### src/dcache_pkg.sv
// shared geometry and bus structs for the two-way data cache
// line size, index and tag widths are fixed; addresses are byte addresses
// config registers hold the region as tag values, not full addresses

package dcache_pkg;

  // ----------------------------------------
  // geometry
  // ----------------------------------------
  localparam int unsigned XLEN           = 32;
  localparam int unsigned LINE_WIDTH     = 128;
  localparam int unsigned NR_WAYS        = 2;
  localparam int unsigned OFFSET_WIDTH   = 4;
  localparam int unsigned INDEX_WIDTH    = 6;
  localparam int unsigned TAG_WIDTH      = 22;
  localparam int unsigned ADDR_WIDTH     = 32;
  localparam int unsigned ID_WIDTH       = 4;
  localparam int unsigned CFG_ADDR_WIDTH = 2;

  // derived sizes
  localparam int unsigned NR_SETS        = 1 << INDEX_WIDTH;
  localparam int unsigned LINE_BYTES     = LINE_WIDTH / 8;
  localparam int unsigned XLEN_BYTES     = XLEN / 8;
  localparam int unsigned WORD_SEL_WIDTH = $clog2(LINE_WIDTH / XLEN);
  localparam int unsigned WAY_IDX_WIDTH  = (NR_WAYS > 1) ? $clog2(NR_WAYS) : 1;

  // config register map, enable sits in bit 0 of its word
  localparam logic [CFG_ADDR_WIDTH-1:0] CFG_ENABLE_ADDR = 2'd0;
  localparam logic [CFG_ADDR_WIDTH-1:0] CFG_BASE_ADDR   = 2'd1;
  localparam logic [CFG_ADDR_WIDTH-1:0] CFG_MASK_ADDR   = 2'd2;

  // ----------------------------------------
  // types
  // ----------------------------------------
  typedef logic [LINE_WIDTH-1:0] line_t;

  // core request, held stable until gnt
  typedef struct packed {
    logic                    valid;
    logic                    we;
    logic [XLEN_BYTES-1:0]   be;
    logic [ID_WIDTH-1:0]     id;
    logic [ADDR_WIDTH-1:0]   addr;
    logic [XLEN-1:0]         wdata;
  } core_req_t;

  typedef struct packed {
    logic                    gnt;
    logic                    rvalid;
    logic [ID_WIDTH-1:0]     rid;
    logic [XLEN-1:0]         rdata;
  } core_rsp_t;

  // line-aligned request to memory, word placed in its lane
  typedef struct packed {
    logic                    valid;
    logic                    bypass;
    logic                    we;
    logic [ADDR_WIDTH-1:0]   addr;
    logic [LINE_BYTES-1:0]   be;
    line_t                   wdata;
  } miss_req_t;

  // cacheable when (tag ^ region_base) & region_mask is zero
  typedef struct packed {
    logic                    enable;
    logic [TAG_WIDTH-1:0]    region_base;
    logic [TAG_WIDTH-1:0]    region_mask;
  } cache_cfg_t;

endpackage

### src/dcache_cfg_regs.sv
// cache enable and cacheable region registers, write-only from outside
// a write takes effect on the next cycle; flush pulses once per 0->1 enable

module dcache_cfg_regs (
  input  logic                                  clk_i,
  input  logic                                  rst_ni,
  input  logic                                  cfg_we_i,
  input  logic [dcache_pkg::CFG_ADDR_WIDTH-1:0] cfg_addr_i,
  input  logic [dcache_pkg::XLEN-1:0]           cfg_wdata_i,
  output dcache_pkg::cache_cfg_t                cfg_o,
  output logic                                  flush_o
);
  import dcache_pkg::*;

  cache_cfg_t cfg_q;
  logic       flush_q;
  logic       enable_rise;

  // enable written to 1 while currently off
  assign enable_rise = cfg_we_i && (cfg_addr_i == CFG_ENABLE_ADDR)
                       && cfg_wdata_i[0] && !cfg_q.enable;

  always_ff @(posedge clk_i or negedge rst_ni) begin
    if (!rst_ni) begin
      // disabled, region covers everything but bypass wins
      cfg_q   <= '0;
      flush_q <= 1'b0;
    end else begin
      flush_q <= enable_rise;
      if (cfg_we_i) begin
        case (cfg_addr_i)
          CFG_ENABLE_ADDR: cfg_q.enable      <= cfg_wdata_i[0];
          CFG_BASE_ADDR:   cfg_q.region_base <= cfg_wdata_i[TAG_WIDTH-1:0];
          CFG_MASK_ADDR:   cfg_q.region_mask <= cfg_wdata_i[TAG_WIDTH-1:0];
          default: ;
        endcase
      end
    end
  end

  assign cfg_o   = cfg_q;
  // lines in the array may be stale after bypass writes
  assign flush_o = flush_q;

endmodule

### config.mk
export PLATFORM = sky130hd
export DESIGN_NAME = dcache_cfg_regs
export DESIGN_NICKNAME = d
export VERILOG_FILES = /design/src/dcache_pkg.sv /design/src/dcache_cfg_regs.sv
export SDC_FILE = /design/constraint.sdc
export NUM_CORES = 1
export LEC_CHECK = 0
export ABC_AREA = 0
export BUFFER_PORTS_ARGS = -buffer_cell sky130_fd_sc_hd__buf_2
export CORE_AREA = 2 2 65 67
export CTS_CLUSTER_SIZE = 25
export DETAILED_ROUTE_END_ITERATION = 8
export DIE_AREA = 0 0 67 69
export MAX_ROUTING_LAYER = met4
export PLACE_DENSITY_LB_ADDON = 0.3
export SYNTH_ARGS = -nofsm -noshare
export SYNTH_HDL_FRONTEND = slang
export SYNTH_SLANG_ARGS = --single-unit
### constraint.sdc
create_clock -name clk_i -period 2 [get_ports clk_i]
set_clock_uncertainty 0.2 [all_clocks]
set_input_delay 0 -clock clk_i [delete_from_list [all_inputs] [get_ports clk_i]]
set_output_delay 0 -clock clk_i [all_outputs]
set_load 0.005 [all_outputs]
After elaboration in Yosys (flattened, before gate mapping) --
Cells that the tools add are included.
Cells by class: equality and inequality tests 2, reduce and logical (&&, ||, !) cells 8
Operators by type and width (count):
- $reduce_and 2->1 | 3
- $logic_and 1x1->1 | 3
- $eq 2x1->1 const B | 1
- $eq 2x2->1 const B | 1
- $logic_not 2->1 | 1
- $logic_not 1->1 | 1
Storage, ports and cells: bits in registers 46, input port bits 37, output and inout port bits 46, word-level logic and storage cells 14

Longest topological paths before layout --
depth after elaboration 4, gate-level depth with buffers 3, gate-level depth less buffers 2

Worst setup path before layout --
No wires, ideal clock.
kind reg-to-reg, from register cfg_o[44] (netlist name), to register cfg_q (netlist bit cfg_o[44]), path buffers 0, library setup time 125 ps, cell stages (with the launch flop) 2, required time 1675 ps, setup slack 1052 ps, period minus slack after synthesis 948 ps, arrival time 623 ps, cells stage by stage dfrtp_1 mux2_2
RTL lines:
- end, declared | RTL line dcache_cfg_regs.sv:15 | cache_cfg_t cfg_q;

Worst setup path after layout --
from input cfg_addr_i[1] (netlist name), to register cfg_q (netlist bit cfg_o[38])
Between the ends: longest elaborated chain between the ends 2
Ends and longest elaborated chain:
- start, declared | RTL line dcache_cfg_regs.sv:8 | input logic [dcache_pkg::CFG_ADDR_WIDTH-1:0] cfg_addr_i,
- $eq 2x1->1 | RTL line dcache_cfg_regs.sv:31 | case (cfg_addr_i)
- $reduce_and 2->1 (no line)
No other way between the ends. A chain may end at the register's enable or synchronous reset.

==> results.cfg <==
[synthesis]
synth_adder_area_share_pct = 0
ys_seq_elements = 46
synth.area.mux_share_pct = 34.4
synth-compound-area-share_pct = 0
synth_top_family_by_area = multiplexers
syn_area_um2 = 1910
synth_cells = 99
synthXorXnorAreaFrac_pct = 0
synth-simple-area-share_pct = 2.95
synth.yosys.warnings = 0
syn_avg_cell_area_um2 = 19.3
ys_seq_area_share_pct = 60.3
synth_cell_type_count = 7
synth_nets = 136

[critical_path]
crit_path_start_kind = primary input
r2r_slack_ns = 1.02
cp_max_fo = 22
critical_path_arrival_ns = 1.60
required_ns = 1.98
critPathKind = in2reg
r2r-end = cfg_o[38]$_DFFE_PN0P_
end_kind = flop
r2r_start = cfg_o[38]$_DFFE_PN0P_
r2r_cells = 1

[grt]
grt_pass1_wl_mm = 6.61
gr-total-overflow = 0
grt_pass1_vias = 1355
grt_max_degree = 38
grtUsageTotal_pct = 20.1
antenna_found_initial = 0

[routing]
detail-route-antenna-nets = 0
wirelength_mm = 4.14
via_per_inst = 4.76
firstDrtPassIters = 4
drtIter0Drc = 53
drt-wirelength-per-cell_um = 16.4
remaining_drc_errors = 0
vias = 1200

[clock_tree]
cts.clk_slew.worst_paths_ns = 0.09
htree_levels = 2
numClockSinks = 46
cts_tree = built
clkLatencyLatePin_ns = 0.29
cts_buffer_depth = 2
root_buffer = clkbuf_8
numCtsBuffers = 5
post_cts_buffers = 0

[sta]
fmax_mhz = 618
rsz0062_at_grt = no
slew_headroom_pct = 46.2
timing.final.crit_share_pct = 80.9
post-route-min-period_ns = 1.62
finalHoldViolCount = 0
maxSlewViolCount = 0
worst_pin_slew_ns = 0.807
finalSetupTns_ns = 0
setup_violations = 0

[pwr]
p_sw_mw = 0.602
worst_ir_drop_vdd_mv = 0.575
p_leak_nw = 1.43
swShare_pct = 25.7
p_seq_share_pct = 51.3
power_mw = 2.34
combPwrFrac_pct = 25.2
power.clock.fraction_pct = 23.5
internal-power_mw = 1.74
power_density_nw_per_um2 = 885

[die]
fp-row-count = 23
die_h_um = 69
chipWidth_um = 67
ioPinCount = 83
initial_core_util_pct = 48.8
fp.coreArea_um2 = 3910
die-area_um2 = 4620

[final_layout]
layout_common_cells = buf_2 (72), dfrtp_1 (46), mux2_4 (40)
n_antenna_cell = 0
area_growth_pct = 38.5
layout-drive-gt1-share_pct = 63.4
final_common_cell = buf_2
nets = 238
fin_cells = 252
fin_util_pct = 67.6

[run_status]
outcome = finished, final reports clean

[placed_design]
placed_cells_incl_taps = 218
place_congestion = 0.673
dp_hpwl_mm = 2.65
port_buffers = 72

[hold_path]
hp-class = in2async

[flow_run]
drv_cap = 0
[cell type report]
class,count,area (µm²)
Fill cell,310,1270
Sequential cell,46,1150
Multi-Input combinational cell,49,713
Timing Repair Buffer,99,628
Clock buffer,5,68.8
Tap cell,50,62.6
Clock inverter,3,21.3
[through the flow]
stage | hold WS, ns | setup slack, ns | cell area, µm²
detailed placement | -0.0662 | 0.620 | 2290
global route | 0.201 | 0.350 | 2650
CTS | 0.142 | 0.390 | 2650
floorplan | -0.496 | 1.05 | 1910
global placement | -0.0945 | 0.659 | 2290
finish | 0.130 | 0.382 | 2650
[critical path, cell delays in order]
cell	delay (ns)
dlygate4sd3_1	0.54
buf_2	0.15
nand3b_4	0.45
mux2_4	0.44
[registers in the layout, indices dropped and copies added, names as in the netlist]
signal and flops:
cfg_o 45, flush_o 1
[power groups by stage]
stage,combinational (mW),clock [mW],sequential (mW)
floorplan,0.273,0,1.22
global placement,0.538,0,1.20
detailed placement,0.554,0,1.22
CTS,0.598,0.569,1.20
global route,0.637,0.614,1.22
finish,0.591,0.549,1.20
[routing by layer]
layer	track usage [%]	wire length, µm
met1	21.5	1600
met2	35.3	2310
met3	5.38	176
met4	6.12	53
met5	-	0
[worst max path at each step]
stage / start / to / depth (start not counted)
final: cfg_addr_i[1] / cfg_o[38]$_DFFE_PN0P_ / 4
after global routing: cfg_addr_i[0] / cfg_o[18]$_DFFE_PN0P_ / 4
after CTS: cfg_addr_i[1] / cfg_o[38]$_DFFE_PN0P_ / 4
after detailed placement: cfg_addr_i[1] / cfg_o[38]$_DFFE_PN0P_ / 3
after global placement: cfg_addr_i[0] / cfg_o[16]$_DFFE_PN0P_ / 3
after floorplan: cfg_o[44]$_DFFE_PN0P_ / cfg_o[44]$_DFFE_PN0P_ / 1
[synthesized netlist by cell type]
cell | instances | area share [%]
dfrtp_1 | 46 | 60
mux2_4 | 40 | 31
mux2_2 | 5 | 2.9
buf_6 | 4 | 2.4
nand3b_4 | 2 | 2.1
and3b_1 | 1 | 0.46
nor3b_1 | 1 | 0.39
[logic make-up after synthesis]
logic type / Yosys count
and+or+nand+nor: 4
DFF: 46
muxes: 45
buffers and inverters: 4
[what timing repair did]
action | in CTS | in global routing
hold buffers | 26 | 0
hold endpoints to repair | 82 | 0
gates resized for setup | 0 | 0
No activity file was read; power rests on OpenSTA's default activity.
