$ cat src/dcache_pkg.sv
// shared geometry and bus structs for the two-way data cache
// line size, index and tag widths are fixed; addresses are byte addresses
// config registers hold the region as tag values, not full addresses

package dcache_pkg;

  // ----------------------------------------
  // geometry
  // ----------------------------------------
  localparam int unsigned XLEN           = 32;
  localparam int unsigned LINE_WIDTH     = 128;
  localparam int unsigned NR_WAYS        = 2;
  localparam int unsigned OFFSET_WIDTH   = 4;
  localparam int unsigned INDEX_WIDTH    = 6;
  localparam int unsigned TAG_WIDTH      = 22;
  localparam int unsigned ADDR_WIDTH     = 32;
  localparam int unsigned ID_WIDTH       = 4;
  localparam int unsigned CFG_ADDR_WIDTH = 2;

  // derived sizes
  localparam int unsigned NR_SETS        = 1 << INDEX_WIDTH;
  localparam int unsigned LINE_BYTES     = LINE_WIDTH / 8;
  localparam int unsigned XLEN_BYTES     = XLEN / 8;
  localparam int unsigned WORD_SEL_WIDTH = $clog2(LINE_WIDTH / XLEN);
  localparam int unsigned WAY_IDX_WIDTH  = (NR_WAYS > 1) ? $clog2(NR_WAYS) : 1;

  // config register map, enable sits in bit 0 of its word
  localparam logic [CFG_ADDR_WIDTH-1:0] CFG_ENABLE_ADDR = 2'd0;
  localparam logic [CFG_ADDR_WIDTH-1:0] CFG_BASE_ADDR   = 2'd1;
  localparam logic [CFG_ADDR_WIDTH-1:0] CFG_MASK_ADDR   = 2'd2;

  // ----------------------------------------
  // types
  // ----------------------------------------
  typedef logic [LINE_WIDTH-1:0] line_t;

  // core request, held stable until gnt
  typedef struct packed {
    logic                    valid;
    logic                    we;
    logic [XLEN_BYTES-1:0]   be;
    logic [ID_WIDTH-1:0]     id;
    logic [ADDR_WIDTH-1:0]   addr;
    logic [XLEN-1:0]         wdata;
  } core_req_t;

  typedef struct packed {
    logic                    gnt;
    logic                    rvalid;
    logic [ID_WIDTH-1:0]     rid;
    logic [XLEN-1:0]         rdata;
  } core_rsp_t;

  // line-aligned request to memory, word placed in its lane
  typedef struct packed {
    logic                    valid;
    logic                    bypass;
    logic                    we;
    logic [ADDR_WIDTH-1:0]   addr;
    logic [LINE_BYTES-1:0]   be;
    line_t                   wdata;
  } miss_req_t;

  // cacheable when (tag ^ region_base) & region_mask is zero
  typedef struct packed {
    logic                    enable;
    logic [TAG_WIDTH-1:0]    region_base;
    logic [TAG_WIDTH-1:0]    region_mask;
  } cache_cfg_t;

endpackage

$ cat src/dcache_ctrl.sv
// request FSM for one core load/store port, one miss outstanding at a time
// stores are write-through, no-allocate; only loads pipeline behind a hit
// bypass decision is taken once at acceptance and kept with the request

module dcache_ctrl (
  input  logic                                clk_i,
  input  logic                                rst_ni,
  // core port
  input  dcache_pkg::core_req_t               core_req_i,
  output dcache_pkg::core_rsp_t               core_rsp_o,
  input  dcache_pkg::cache_cfg_t              cfg_i,
  // memory port
  output dcache_pkg::miss_req_t               miss_req_o,
  input  logic                                miss_gnt_i,
  input  logic                                refill_valid_i,
  input  dcache_pkg::line_t                   refill_line_i,
  // array lookup
  output logic                                rd_o,
  output logic [dcache_pkg::INDEX_WIDTH-1:0]  rd_index_o,
  output logic [dcache_pkg::TAG_WIDTH-1:0]    rd_tag_o,
  input  logic [dcache_pkg::NR_WAYS-1:0]      hit_way_i,
  input  dcache_pkg::line_t                   rd_line_i,
  // array store
  output logic                                st_o,
  output logic [dcache_pkg::NR_WAYS-1:0]      st_way_o,
  output logic [dcache_pkg::INDEX_WIDTH-1:0]  st_index_o,
  output logic [dcache_pkg::LINE_BYTES-1:0]   st_be_o,
  output dcache_pkg::line_t                   st_line_o,
  // array fill
  output logic                                fill_o,
  output logic [dcache_pkg::INDEX_WIDTH-1:0]  fill_index_o,
  output logic [dcache_pkg::TAG_WIDTH-1:0]    fill_tag_o,
  output dcache_pkg::line_t                   fill_line_o
);
  import dcache_pkg::*;

  typedef enum logic [1:0] {IDLE, LOOKUP, MISS_REQ, WAIT_REFILL} state_e;

  // request as accepted, plus its bypass decision
  typedef struct packed {
    logic                  we;
    logic [XLEN_BYTES-1:0] be;
    logic [ID_WIDTH-1:0]   id;
    logic [ADDR_WIDTH-1:0] addr;
    logic [XLEN-1:0]       wdata;
    logic                  bypass;
  } saved_req_t;

  state_e     state_d, state_q;
  saved_req_t req_d, req_q;

  logic [TAG_WIDTH-1:0]      new_tag;
  logic                      new_bypass;
  logic                      accept;
  logic                      hit;
  logic [WORD_SEL_WIDTH-1:0] word_sel;
  logic [LINE_BYTES-1:0]     lane_be;
  line_t                     lane_data;

  function automatic logic [XLEN-1:0] pick_word(line_t line, logic [WORD_SEL_WIDTH-1:0] sel);
    return line[sel*XLEN +: XLEN];
  endfunction

  // ----------------------------------------
  // address split and lane placement
  // ----------------------------------------
  assign new_tag    = core_req_i.addr[ADDR_WIDTH-1 -: TAG_WIDTH];
  // uncacheable when any masked tag bit differs from the base
  assign new_bypass = !cfg_i.enable
                      || (((new_tag ^ cfg_i.region_base) & cfg_i.region_mask) != '0);

  assign rd_index_o = core_req_i.addr[OFFSET_WIDTH +: INDEX_WIDTH];
  assign rd_tag_o   = new_tag;

  assign word_sel = req_q.addr[OFFSET_WIDTH-1 -: WORD_SEL_WIDTH];
  // hit_way_i stays valid until the next rd_o, so it covers MISS_REQ too
  assign hit      = (|hit_way_i) && !req_q.bypass;

  always_comb begin
    lane_be   = '0;
    lane_data = '0;
    lane_be[word_sel*XLEN_BYTES +: XLEN_BYTES] = req_q.be;
    lane_data[word_sel*XLEN +: XLEN]           = req_q.wdata;
  end

  assign st_way_o     = hit_way_i;
  assign st_index_o   = req_q.addr[OFFSET_WIDTH +: INDEX_WIDTH];
  assign st_be_o      = lane_be;
  assign st_line_o    = lane_data;
  assign fill_index_o = req_q.addr[OFFSET_WIDTH +: INDEX_WIDTH];
  assign fill_tag_o   = req_q.addr[ADDR_WIDTH-1 -: TAG_WIDTH];
  assign fill_line_o  = refill_line_i;

  // ----------------------------------------
  // FSM
  // ----------------------------------------
  always_comb begin
    state_d        = state_q;
    req_d          = req_q;
    accept         = 1'b0;
    rd_o           = 1'b0;
    st_o           = 1'b0;
    fill_o         = 1'b0;
    core_rsp_o     = '0;
    core_rsp_o.rid = req_q.id;
    miss_req_o     = '0;

    case (state_q)
      IDLE: begin
        // loads granted now, stores only with their write-through
        if (core_req_i.valid) begin
          accept         = 1'b1;
          core_rsp_o.gnt = !core_req_i.we;
          state_d        = LOOKUP;
        end
      end

      LOOKUP, MISS_REQ: begin
        if (state_q == LOOKUP && !req_q.we && hit) begin
          core_rsp_o.rvalid = 1'b1;
          core_rsp_o.rdata  = pick_word(rd_line_i, word_sel);
          state_d           = IDLE;
          // next load overlaps with this rvalid
          if (core_req_i.valid && !core_req_i.we) begin
            accept         = 1'b1;
            core_rsp_o.gnt = 1'b1;
            state_d        = LOOKUP;
          end
        end else begin
          // miss, bypass or store: held until miss_gnt_i
          miss_req_o.valid  = 1'b1;
          miss_req_o.bypass = req_q.bypass;
          miss_req_o.we     = req_q.we;
          miss_req_o.addr   = {req_q.addr[ADDR_WIDTH-1:OFFSET_WIDTH], {OFFSET_WIDTH{1'b0}}};
          miss_req_o.be     = lane_be;
          miss_req_o.wdata  = lane_data;
          state_d           = MISS_REQ;
          if (miss_gnt_i) begin
            if (req_q.we) begin
              core_rsp_o.gnt = 1'b1;
              // keep a cached copy coherent with memory
              st_o           = hit;
              state_d        = IDLE;
            end else begin
              state_d = WAIT_REFILL;
            end
          end
        end
      end

      WAIT_REFILL: begin
        if (refill_valid_i) begin
          core_rsp_o.rvalid = 1'b1;
          core_rsp_o.rdata  = pick_word(refill_line_i, word_sel);
          fill_o            = !req_q.bypass;
          state_d           = IDLE;
        end
      end

      default: state_d = IDLE;
    endcase

    // capture the new request and start its lookup
    if (accept) begin
      req_d.we     = core_req_i.we;
      req_d.be     = core_req_i.be;
      req_d.id     = core_req_i.id;
      req_d.addr   = core_req_i.addr;
      req_d.wdata  = core_req_i.wdata;
      req_d.bypass = new_bypass;
      rd_o         = !new_bypass;
    end
  end

  always_ff @(posedge clk_i or negedge rst_ni) begin
    if (!rst_ni) begin
      state_q <= IDLE;
      req_q   <= '0;
    end else begin
      state_q <= state_d;
      req_q   <= req_d;
    end
  end

endmodule

$ cat config.mk
export PLATFORM = sky130hd
export DESIGN_NAME = dcache_ctrl
export DESIGN_NICKNAME = d
export VERILOG_FILES = /design/src/dcache_pkg.sv /design/src/dcache_ctrl.sv
export SDC_FILE = /design/constraint.sdc
export NUM_CORES = 1
export LEC_CHECK = 0
export ABC_AREA = 0
export BUFFER_PORTS_ARGS = -buffer_cell sky130_fd_sc_hd__buf_4
export CAP_MARGIN = 20
export CORE_AREA = 2 2 363 365
export DETAILED_ROUTE_END_ITERATION = 10
export DIE_AREA = 0 0 365 367
export PLACE_DENSITY = 0.3
export SYNTH_ARGS = -nofsm -noshare
export SYNTH_HDL_FRONTEND = slang
export SYNTH_SLANG_ARGS = --single-unit
$ cat constraint.sdc
create_clock -name clk_i -period 3.5 [get_ports clk_i]
set_input_delay 0.175 -clock clk_i [delete_from_list [all_inputs] [get_ports clk_i]]
set_output_delay 0.175 -clock clk_i [all_outputs]
set_load 0.02 [all_outputs]
* Word-level counts from Yosys, hierarchy flattened
Cells that the tools add are included.
** Storage, ports and cells
- Register bits after elaboration :: 76
- Input port bits :: 381
- Output and inout bits :: 556
- Word-level logic and storage cells :: 70
** Operators by class
- Add/sub/neg operators :: 2
- Equality and inequality tests :: 5
- Shifts and indexed selects :: 6
- Muxes and demuxes :: 31
- Bitwise gates (word level) :: 4
- Reductions and logical operators :: 15
** Operator list (number)
- $mux 179 :: 2
- $shiftx 128x8->32 :: 2
- $and 128x128->128 :: 1
- $shift 32x34->128 const A :: 1
- $shiftx 32x34->128 :: 1
- $mux 32 :: 2
- $pmux 32 s2 :: 1
- $neg 4->34 :: 1
- $neg 7->34 :: 1
- $shift 4x34->16 const A :: 1
- $shiftx 4x34->16 :: 1
- $and 22x22->22 :: 1
- $reduce_bool 22->1 :: 1
- $xor 22x22->22 :: 1
- $mux 1 :: 17
- $and 16x16->16 :: 1
- $mux 2 :: 5
- $pmux 1 s2 :: 3
- $pmux 2 s3 :: 1
- $logic_not 1->1 :: 5
- $eq 2x2->1 const B :: 2
- $logic_and 1x1->1 :: 4
- $ne 2x2->1 const B :: 2
- $reduce_or 2->1 :: 2
- other kinds (4) :: 4

* Depth between registers and ports, before layout
- Word-level depth :: 6
- Depth in mapped cells :: 9

* Least setup slack after synthesis
OpenSTA, ideal clock, no wires.
- Kind :: reg-to-output
- Start point :: register req_q[36] (netlist bit)
- End point :: output miss_req_o[131] (netlist bit)
- Data arrival time :: 2602 ps
- Data required time :: 3325 ps
- Path slack :: 723 ps
- Stages on the path, launching flop included :: 8
- Cells stage by stage :: dfrtp_1 > clkbuf_1 > clkbuf_1 > inv_1 > ha_1 > nor3b_1 > and3_1 > and2_1
** RTL lines
- start: declaration :: RTL line dcache_ctrl.sv:50 : saved_req_t req_d, req_q;
- start signal: assignment :: RTL line dcache_ctrl.sv:181 : req_q <= req_d;
- end: declaration :: RTL line dcache_ctrl.sv:13 : output dcache_pkg::miss_req_t miss_req_o,

==> results.json <==
{
  "outcome": "finished clean",
  "ir_drop_mv": 0.525,
  "cts.path.max_buffers": 2,
  "rsz0062_at_grt": "false",
  "fmax_mhz": 325,
  "drt_first_pass_iters": 5,
  "cts_resized": 0,
  "grt_max_degree": 73,
  "r2r_slack_ps": 1090,
  "final_cell_area_um2": 17800,
  "synth_ff_type": "dfrtp_1",
  "clock-sinks": 74,
  "skew_ps": 17.9,
  "worst_ep_required_time_ps": 3320,
  "grt_pass1_wl_um": 97800,
  "p_total_mw": 11.3,
  "via_count": 10300,
  "crit_fanout": 66,
  "pin_count": 937,
  "design.die.area_um2": 134000,
  "drc": 0,
  "hold_depth": 2,
  "synth.avg_cell_area_um2": 9.51,
  "tns_ps": 0,
  "relSlewSlack": 0.426,
  "clkLatencyLatePin_ps": 420,
  "critical_path_buf_inv_count": 3,
  "synth-edff-count": 0,
  "grt_usage": 0.108,
  "crit_family": "simple AND/OR/NAND/NOR gates",
  "cts_made_buffers": 9,
  "reg2reg_to": "req_q[71]",
  "yosysWarnings": 0,
  "routedWlPerCell_um": 21.9,
  "dp.cells": 3388,
  "antenna_found_initial": 31,
  "leakage_nw": 8.74,
  "fp.dieW_um": 365,
  "htree_levels": 3,
  "routabilityCongestion": 0.769,
  "reg2reg_depth": 6,
  "synth_top_area_cell": "dfrtp_1",
  "synthToLayoutAreaGrowth_pct": 95.4,
  "setup-violations-final": 0,
  "fin_crit_ps": 3080,
  "worstMarginPinSlew_ps": 862,
  "critical_path_class": "reg -> out",
  "hold_path_class": "in -> reg",
  "die_h_um": 367,
  "slowest_stage": "nor4b_4",
  "drtIter0Drc": 418,
  "hold_end": "fill_index_o[4]",
  "max_cap_violations": 0,
  "ys_seq_elements": 74,
  "drive_above_1_share": 0.647,
  "coreArea_um2": 130000,
  "min_from": "core_req_i[40]",
  "syn_area_um2": 9130,
  "async_flop_share": 1.00,
  "cp-start-kind": "flip-flop",
  "worst_path_largest_cell_delay_ps": 710,
  "initial_core_util": 0.0700,
  "dpl_cell_area_um2": 16800,
  "cp.arrival_ps": 2900,
  "slew_viol_final": 0,
  "synthCells": 960,
  "p_per_area_nw_per_um2": 633,
  "synth_area_leaders": "dfrtp_1 20%, buf_4 16%, mux4_2 16%, and2_1 12%, and3_1 9.9%",
  "path_cells": "inv_1, ha_1, nor4b_4, buf_12, and3_1, buf_4",
  "final_cells": 3484,
  "fill_cells": 15000,
  "cts_tree": "done",
  "port_buffers": 930,
  "clock-root-buffer": "clkbuf_16",
  "ant_nets": 0,
  "cts_hold_buf": 70,
  "ys_types": 38,
  "finalNetCount": 2104,
  "vias_per_cell": 2.96,
  "post_cts_buffers": 0,
  "hold_violations": 0,
  "ys_seq_area_frac": 0.203,
  "overflow": 0,
  "grt_pass1_vias": 10500,
  "wirelength_um": 76100,
  "reg2reg_from": "state_q[0]",
  "end_kind": "output pin",
  "cp.depth": 6,
  "clk_pin_slew_worst_paths_ps": 70,
  "synth_top_cell_area_share": 0.203,
  "min_period_over_period": 0.879,
  "num_rows": 133,
  "post-dp-hpwl_um": 64900
}
per-layer routing:
metal	vias up	global-route usage	routed length (µm)
li1	4664	-	-
met1	5048	0.127	30400
met2	522	0.194	38800
met3	55	0.0311	5710
met4	12	0.0222	1080
met5	-	0	74
Yosys cell counts, types with 2 or more instances:
| library cell | count |
|---|---|
| nor2b_1 | 2 |
| inv_1 | 6 |
| a22oi_1 | 42 |
| nor2_1 | 37 |
| nand3_1 | 2 |
| and2_1 | 175 |
| buf_6 | 6 |
| mux4_2 | 64 |
| buf_4 | 200 |
| nor3b_1 | 3 |
| nand2_1 | 6 |
| xor2_1 | 22 |
| mux2_2 | 24 |
| mux2_4 | 45 |
| buf_2 | 10 |
| o21ai_0 | 4 |
| a21boi_0 | 2 |
| ha_1 | 9 |
| clkbuf_1 | 65 |
| dfrtp_1 | 74 |
| and3_1 | 145 |
how the worst max path moves through the flow:
stage	from	to	slack [ps]
detailed placement	req_q[36]	core_rsp_o[9]	870
global route	req_q[35]	miss_req_o[127]	260
global placement	req_q[35]	miss_req_o[127]	850
floorplan	req_q[36]	miss_req_o[131]	720
finish	req_q[35]	miss_req_o[127]	420
CTS	req_q[35]	miss_req_o[127]	360
flip-flops by register name, summed over array words and instances (netlist names):
signal	cells
req_q	40
fill_tag_o	22
fill_index_o	6
state_q	2
core_rsp_o	4
cells by family after synthesis:
kind of cell	synth area share
simple gates	0.250
buf+inv	0.207
mux	0.261
fa+ha+maj	0.0123
xor+xnor	0.0211
other cells	0.000411
compound gates	0.0451
flops	0.203
stage by stage:
stage	util	worst slack [ps]	hold WS (ps)
after global placement	0.129	849	143
final	0.137	422	74.3
after detailed placement	0.129	872	145
after CTS	0.137	362	2.35
after global routing	0.137	262	9.99
after floorplan	-	723	-121
placed cells by master (no fill, tap or decap), drive strengths merged, types with 22 or more instances in the layout:
| cell | instances |
|---|---|
| buf | 952 |
| and2 | 175 |
| and3 | 145 |
| dfrtp | 74 |
| dlygate4sd3 | 70 |
| mux2 | 69 |
| mux4 | 64 |
| a22oi | 42 |
| nor2 | 37 |
| xor2 | 22 |
power by group:
group          internal [mW]  leakage [nW]  switching (mW)  total [mW]
Combinational           3.54          7.71            4.24        7.79
Sequential              1.29         0.868            1.10        2.39
Clock                  0.627         0.153           0.501        1.13
Total                   5.46          8.74            5.84        11.3
cell type report:
type	instances	area, µm²	share of cell area
antenna	10	25.0	0.00140
clock buffer	10	229	0.0128
clock inverter	6	90.1	0.00505
inverter	6	22.5	0.00126
multi-input combinational	601	5460	0.306
sequential	74	1860	0.104
tap	1755	2200	0.123
timing repair buffer	1022	7960	0.446
No activity file was read; power rests on OpenSTA's default activity.
